**config.mk**
```make
export PLATFORM = sky130hd
export DESIGN_NAME = fetch_unit_flat
export DESIGN_NICKNAME = d
export VERILOG_FILES = /design/src/icache_pkg.sv /design/src/fetch_if.sv /design/src/fetch_unit.sv /design/src/flat_wrapper.sv
export SDC_FILE = /design/constraint.sdc
export NUM_CORES = 1
export LEC_CHECK = 0
export ABC_AREA = 1
export BUFFER_PORTS_ARGS = -buffer_cell sky130_fd_sc_hd__buf_4
export CAP_MARGIN = 20
export CORE_ASPECT_RATIO = 0.8
export CORE_MARGIN = 4
export CORE_UTILIZATION = 35
export DETAILED_ROUTE_END_ITERATION = 10
export PLACE_DENSITY_LB_ADDON = 0.12
export SETUP_SLACK_MARGIN = 0.3
export SYNTH_ARGS = -nofsm -noshare
export SYNTH_HDL_FRONTEND = slang
export SYNTH_SLANG_ARGS = --single-unit
```
**constraint.sdc**
```tcl
create_clock -name clk -period 2.1 [get_ports clk]
set_input_delay 0.21 -clock clk [delete_from_list [all_inputs] [get_ports clk]]
set_output_delay 0.21 -clock clk [all_outputs]
set_load 0.01 [all_outputs]
```
**src/icache_pkg.sv**
```systemverilog
package icache_pkg;

    localparam int TAG_BITS       = 20;
    localparam int INDEX_BITS     = 7;
    localparam int OFFSET_BITS    = 5;
    localparam int WORDS_PER_LINE = 8;
    localparam int SETS           = 128;

    localparam logic [2:0] UNCACHED_BASE = 3'b101;  // top address bits of io space

    typedef logic [31:0] word_t;
    typedef logic [WORDS_PER_LINE*32-1:0] line_t;  // word 0 in low bits
    typedef logic [TAG_BITS-1:0] tag_t;
    typedef logic [INDEX_BITS-1:0] index_t;

    typedef enum logic [2:0] {
        idle,
        miss_a,
        miss_b,
        refill_wait,  // re-read after the last fill
        uncached_wait
    } cache_state_t;

    function automatic tag_t addr_tag(word_t a);
        return a[31 -: TAG_BITS];
    endfunction

    function automatic index_t addr_index(word_t a);
        return a[OFFSET_BITS +: INDEX_BITS];
    endfunction

    function automatic logic [2:0] addr_word(word_t a);
        return a[OFFSET_BITS-1:2];
    endfunction

    function automatic logic is_uncached(word_t a);
        return a[31:29] == UNCACHED_BASE;
    endfunction

endpackage

```
**src/fetch_if.sv**
```systemverilog
`timescale 1ns/1ps

interface fetch_if;
    import icache_pkg::*;

    word_t       pc;
    logic        req;
    logic        hold;        // consumer stalled, keep result
    logic        flush;       // redirect
    logic        stall;
    word_t [1:0] inst;
    logic  [1:0] inst_valid;

    modport fetch (
        output pc,
        output req,
        output hold,
        output flush,
        input  stall,
        input  inst,
        input  inst_valid
    );

    modport cache (
        input  pc,
        input  req,
        input  hold,
        input  flush,
        output stall,
        output inst,
        output inst_valid
    );

endinterface

```
**src/fetch_unit.sv**
```systemverilog
`timescale 1ns/1ps

module fetch_unit (
    input  logic              clk,
    input  logic              reset,
    fetch_if.fetch            fif,
    input  logic              redirect,
    input  icache_pkg::word_t redirect_pc,
    input  logic              out_ready,
    output logic              out_valid,
    output icache_pkg::word_t out_pc,
    output icache_pkg::word_t out_inst0,
    output icache_pkg::word_t out_inst1,
    output logic [1:0]        out_count
);
    import icache_pkg::*;

    word_t      pc_q;
    word_t      flight_pc_q;  // pc of the pair in the cache
    logic [1:0] word_count;
    logic       issue;

    assign fif.pc    = pc_q;
    assign fif.req   = !redirect;
    assign fif.hold  = !out_ready;
    assign fif.flush = redirect;
    assign issue     = fif.req && !fif.stall && !fif.hold;

    // words this request returns, one in the uncached region
    assign word_count = is_uncached(pc_q) ? 2'd1 : 2'd2;

    always_ff @(posedge clk) begin
        if (reset) begin
            pc_q <= '0;
        end else if (redirect) begin
            pc_q <= redirect_pc;
        end else if (issue) begin
            pc_q <= pc_q + {28'd0, word_count, 2'b00};
        end
    end

    always_ff @(posedge clk) begin
        if (issue) begin
            flight_pc_q <= pc_q;
        end
    end

    assign out_valid = (|fif.inst_valid) && !redirect;  // old path dropped
    assign out_pc    = flight_pc_q;
    assign out_inst0 = fif.inst[0];
    assign out_inst1 = fif.inst[1];
    assign out_count = fif.inst_valid[1] ? 2'd2 : 2'd1;

endmodule

```
**src/flat_wrapper.sv**
```systemverilog
// flat-port wrapper written by rule: the top's interface ports become plain ports
module fetch_unit_flat import icache_pkg::*;
  (clk, reset, redirect, redirect_pc, out_ready, out_valid, out_pc, out_inst0, out_inst1, out_count, fif_pc, fif_req, fif_hold, fif_flush, fif_stall, fif_inst, fif_inst_valid);
  fetch_if fif_i ();
  input  logic clk;
  input  logic reset;
  input  logic redirect;
  input  icache_pkg::word_t redirect_pc;
  input  logic out_ready;
  output logic out_valid;
  output icache_pkg::word_t out_pc;
  output icache_pkg::word_t out_inst0;
  output icache_pkg::word_t out_inst1;
  output logic [1:0] out_count;
  output wire logic [$bits(fif_i.pc)-1:0] fif_pc;
  output wire logic [$bits(fif_i.req)-1:0] fif_req;
  output wire logic [$bits(fif_i.hold)-1:0] fif_hold;
  output wire logic [$bits(fif_i.flush)-1:0] fif_flush;
  input wire logic [$bits(fif_i.stall)-1:0] fif_stall;
  input wire logic [$bits(fif_i.inst)-1:0] fif_inst;
  input wire logic [$bits(fif_i.inst_valid)-1:0] fif_inst_valid;
  assign fif_pc = fif_i.pc;
  assign fif_req = fif_i.req;
  assign fif_hold = fif_i.hold;
  assign fif_flush = fif_i.flush;
  assign fif_i.stall = fif_stall;
  assign fif_i.inst = fif_inst;
  assign fif_i.inst_valid = fif_inst_valid;
  fetch_unit u_core (.clk(clk), .reset(reset), .fif(fif_i), .redirect(redirect), .redirect_pc(redirect_pc), .out_ready(out_ready), .out_valid(out_valid), .out_pc(out_pc), .out_inst0(out_inst0), .out_inst1(out_inst1), .out_count(out_count));
endmodule
```
Word-level counts from Yosys, hierarchy flattened
Index checks and enable logic that the tools add are counted.
Word-level totals
  register bits after elaboration: 64
  latch bits: 0
  memory bits (writable): 0
  memory bits (read-only): 0
  input port bits: 103
  output and inout bits: 134
  logic and storage cells: 16
  memories kept: 0
Cells by class
  add/subtract/negate cells: 1
  $mul: 0
  div/mod/pow operators: 0
  magnitude comparators: 0
  equal/unequal tests: 1
  shift operators: 0
  mux-type cells: 4
  bitwise gates (word level): 0
  reductions and logical operators: 8
Operators by type and width (number)
  32-bit 2-to-1 mux: 2
  32-bit by 4-bit adder with 32-bit output: 1
  2-bit 2-to-1 mux: 2
  3-bit equality test, second input constant: 1
  1-bit logical AND: 3
  1-bit zero test: 3
  2-bit nonzero test: 1
  2-bit OR reduction: 1

Longest topological paths before layout
  depth after elaboration: 5
  mapped depth: 13
  gate-level depth less buffers: 13

Least setup slack after synthesis
OpenSTA, ideal clock, no wires.
  kind: reg-to-reg
  start point: register u_core.pc_q[29], in the netlist u_core.fif.pc[29]
  end point: register u_core.pc_q[18], in the netlist u_core.fif.pc[18]
  setup time: 0.129 ns
  arrival: 1.835 ns
  data required time: 1.971 ns
  path slack: 0.136 ns
  cell stages (with the launch flop): 12
  path buffers: 0
  clock period less this slack: 1.964 ns
  path through: dfxtp_1 inv_1 nor3_1 inv_1 fa_1 inv_1 nor2_4 nand2_2 nor2_1 xor2_1 a21oi_1 nor2_1
On the way
  longest elaborated chain between the ends: 5
RTL lines
  from (decl): line fetch_unit.sv:18  | word_t pc_q;
  from (signal assigned): line fetch_unit.sv:36  | pc_q <= redirect_pc;
  from (signal assigned): line fetch_unit.sv:38  | pc_q <= pc_q + {28'd0, word_count, 2'b00};
  3-bit equality test: line icache_pkg.sv:37  | return a[31:29] == UNCACHED_BASE;
  2-bit 2-to-1 mux: line fetch_unit.sv:30  | assign word_count = is_uncached(pc_q) ? 2'd1 : 2'd2;
  32-bit by 4-bit adder with 32-bit output: line fetch_unit.sv:38
  32-bit 2-to-1 mux: line fetch_unit.sv:37  | end else if (issue) begin
  32-bit 2-to-1 mux: line fetch_unit.sv:35  | end else if (redirect) begin
No other way between the ends. The select of a mux whose other input is x is not followed.
A chain may end at the register's enable or synchronous reset.

Worst setup path in the final report
  start point: register u_core.pc_q[29], in the netlist u_core.fif.pc[29]
  end point: register u_core.pc_q[22], in the netlist u_core.fif.pc[22]
The elaborated chain is that of the path after synthesis.

==> run metrics <==
clock slew at reported path FFs=0.06 ns; sum of negative setup slack=0 ns; cell row count=33; global-route wire length before repair=17300 microns; width of the chip=123 microns; CTS root buffer=clkbuf_16; Finished Core Util=0.465; critical path required time=2.30 ns; commonest non-fill, non-tap cell in the layout=buf_4; TritonCTS buffer count=9; number of remaining DRC errors=0; Crit. End Element=flop; routed length per instance=17.1 microns; initial antenna violation count=0; final HPWL from detailed placement=8640 microns; maximum number of pins on one net before global-route repair=30; count of final setup violators=0; final antenna-violating net count=0; total core area=0.0103 sq mm; Max IR drop VDD=0.308 mV; area of the die=0.0123 sq mm; element type at the critical path start=flop; flops & latches, synth=64; delay-heaviest family, CP=simple AND/OR/NAND/NOR gates; routed wire length=11500 microns; global router's overall resource usage=0.184; leak pwr=1.96 nW; filler cell count in the final layout=1006; number of sinks driven by the clock tree=64; crit share post-route=0.960; maximum clock frequency=496 MHz; Max Cap Violations=0; H-tree lvl count=3; mean cell area of the mapped netlist=7.96 sq um; CTS tree=done; area of the mapped netlist=0.00371 sq mm; cell chain of the critical path=inv_4 -> nor3_4 -> ha_2 -> fa_2 -> inv_2 -> nor2_4 -> nand2_4 -> nor2_4 -> buf_6 -> nand3_1 -> nand3_1 -> a31oi_1; worst-case clock skew=0.00656 ns; routed vias/inst=4.77; post-synthesis to final-layout area growth=29.0%; outcome=complete, no violations; number of max-slew violations in the final report=0; Initial DRC Count=146; library cell contributing the largest single delay on the critical path=dfxtp_4; clk buf depth=2; Bufs and invs on worst path=3; floorplan die height=100 microns; Largest stage delay, worst path=0.35 ns; number of distinct library cells after synthesis=36; TritonRoute pass-1 iters=4; number of vias after detailed routing=3211; time the final worst path needs with I/O delays and setup=2.02 ns; worst relative slew slack=0.711; path class of the lowest-slack min-delay path=in -> reg; power density relative to cell area=729 mW/mm^2; Warnings, synthesis=0; sequential element share of the synthesized area=0.432; actual slew at the worst max-slew pin=0.433 ns; via count of the first global-routing pass=3080; Post-Syn Instances=466; ANT cells=0; Clk Latency, worst-skew pair=0.33 ns; arrival time of data at the critical path endpoint=2.22 ns; overflow left after global routing=0; RePlAce Congestion=0.871; area used by multi-input combinational logic=0.00152 sq mm; Setup CP Type=reg -> reg; flip-flop and latch area=0.00161 sq mm; ratio of cells with drive above 1 in the final layout=0.355; cts hold-fix bufs=0; number of nets in the finished design=634; Synthesized Nets=572; effective utilization at floorplan=0.361; I/O Buffers=108; total I/O pin count=237; setup repair after global routing missed its margin=yes; commonest cells after routing, fill and taps aside=buf_4 (124), nand2_1 (98), nor2_1 (47), inv_1 (39), edfxtp_1 (32); number of failing hold endpoints at the final stage=0; highest net fanout along the worst path=4
[worst paths after layout]
kind | start | endpoint | slack, ns | cells past startpoint
setup / recovery | u_core.fif.pc[29]$_SDFFE_PP0N_ | u_core.fif.pc[22]$_SDFFE_PP0N_ | 0.08 | 12
hold / removal | redirect_pc[1] | u_core.fif.pc[1]$_SDFFE_PP0P_ | 0.10 | 3
setup reg to reg | u_core.fif.pc[29]$_SDFFE_PP0N_ | u_core.fif.pc[22]$_SDFFE_PP0N_ | 0.08 | 12
hold reg to reg | u_core.fif.pc[1]$_SDFFE_PP0P_ | u_core.out_pc[1]$_DFFE_PP_ | 0.46 | 0
[tightest hold or removal path, cell delays in order]
cell and delay (ns):
buf_4 0.08, nor2_1 0.03, nor2_1 0.08
[power by group]
group	internal (W)	switching, W	leakage, nW
Sequential	0.00138	0.0000715	0.562
Combinational	0.000199	0.000213	1.25
Clock	0.00107	0.000559	0.152
Total	0.00265	0.000843	1.96
[flip-flops by register name, summed over array words and instances, names as in the netlist]
name	flops
u_core.fif.pc	32
u_core.out_pc	32
[metal layers]
layer / GRT usage / wire (microns) / vias to the layer above
li1: - / - / 1566
met1: 0.218 / 4530 / 1497
met2: 0.303 / 5630 / 126
met3: 0.0823 / 1180 / 22
met4: 0.0562 / 174 / 0
met5: 0 / 0 / -
[stage by stage]
| step | hold WS, ns | power (W) | setup WS (ns) | area [sq um] | std cells |
|---|---|---|---|---|---|
| final | 0.103 | 0.00349 | 0.0844 | 4780 | 673 |
| after detailed placement | 0.420 | 0.00187 | -0.00510 | 4220 | 644 |
| after global placement | 0.420 | 0.00186 | 0.0577 | 4220 | 644 |
| after global routing | 0.100 | 0.00363 | -0.0248 | 4780 | 673 |
| after CTS | 0.0934 | 0.00351 | 0.102 | 4690 | 667 |
| after floorplan | 0.279 | 0.00177 | 0.291 | 3720 | 466 |
[area by class of cell]
| class | instances | area share |
|---|---|---|
| Tap cell | 140 | 0.0366 |
| Sequential cell | 64 | 0.336 |
| Clock buffer | 11 | 0.0507 |
| Inverter | 45 | 0.0358 |
| Timing Repair Buffer | 128 | 0.206 |
| Multi-Input combinational cell | 280 | 0.318 |
| Clock inverter | 5 | 0.0167 |
[logic make-up after synthesis]
kind of cell / share of synthesized area
compound gates: 0.0915
simple gates: 0.246
flops: 0.432
fa+ha+maj: 0.0121
buf+inv: 0.194
xor+xnor: 0.0236
[cells in the mapped netlist (all sizes together)]
| cell | number | area share |
|---|---|---|
| a21oi | 24 | 0.034 |
| a221oi | 1 | 0.0024 |
| a22o | 3 | 0.0071 |
| a22oi | 1 | 0.0020 |
| a31oi | 7 | 0.012 |
| and2 | 1 | 0.0017 |
| buf | 72 | 0.14 |
| clkbuf | 5 | 0.0051 |
| clkinv | 1 | 0.0010 |
| dfxtp | 32 | 0.17 |
| edfxtp | 32 | 0.26 |
| fa | 1 | 0.0054 |
| ha | 2 | 0.0067 |
| inv | 44 | 0.045 |
| nand2 | 106 | 0.11 |
| nand3 | 29 | 0.043 |
| nand3b | 1 | 0.0020 |
| nand4 | 3 | 0.0051 |
| nor2 | 63 | 0.077 |
| nor3 | 3 | 0.0054 |
| nor4 | 1 | 0.0017 |
| o211ai | 1 | 0.0020 |
| o21ai | 22 | 0.030 |
| o21bai | 1 | 0.0020 |
| xnor2 | 5 | 0.012 |
| xor2 | 5 | 0.012 |
[timing repair]
action | 4_1_cts | 5_1_grt
pin swaps | 14 | 14
endpoints found under the hold margin | 0 | 0
endpoints found under the setup margin | 25 | 26
setup buffers | 7 | 6
resized for setup | 22 | 14
No activity file was read; power rests on OpenSTA's default activity.
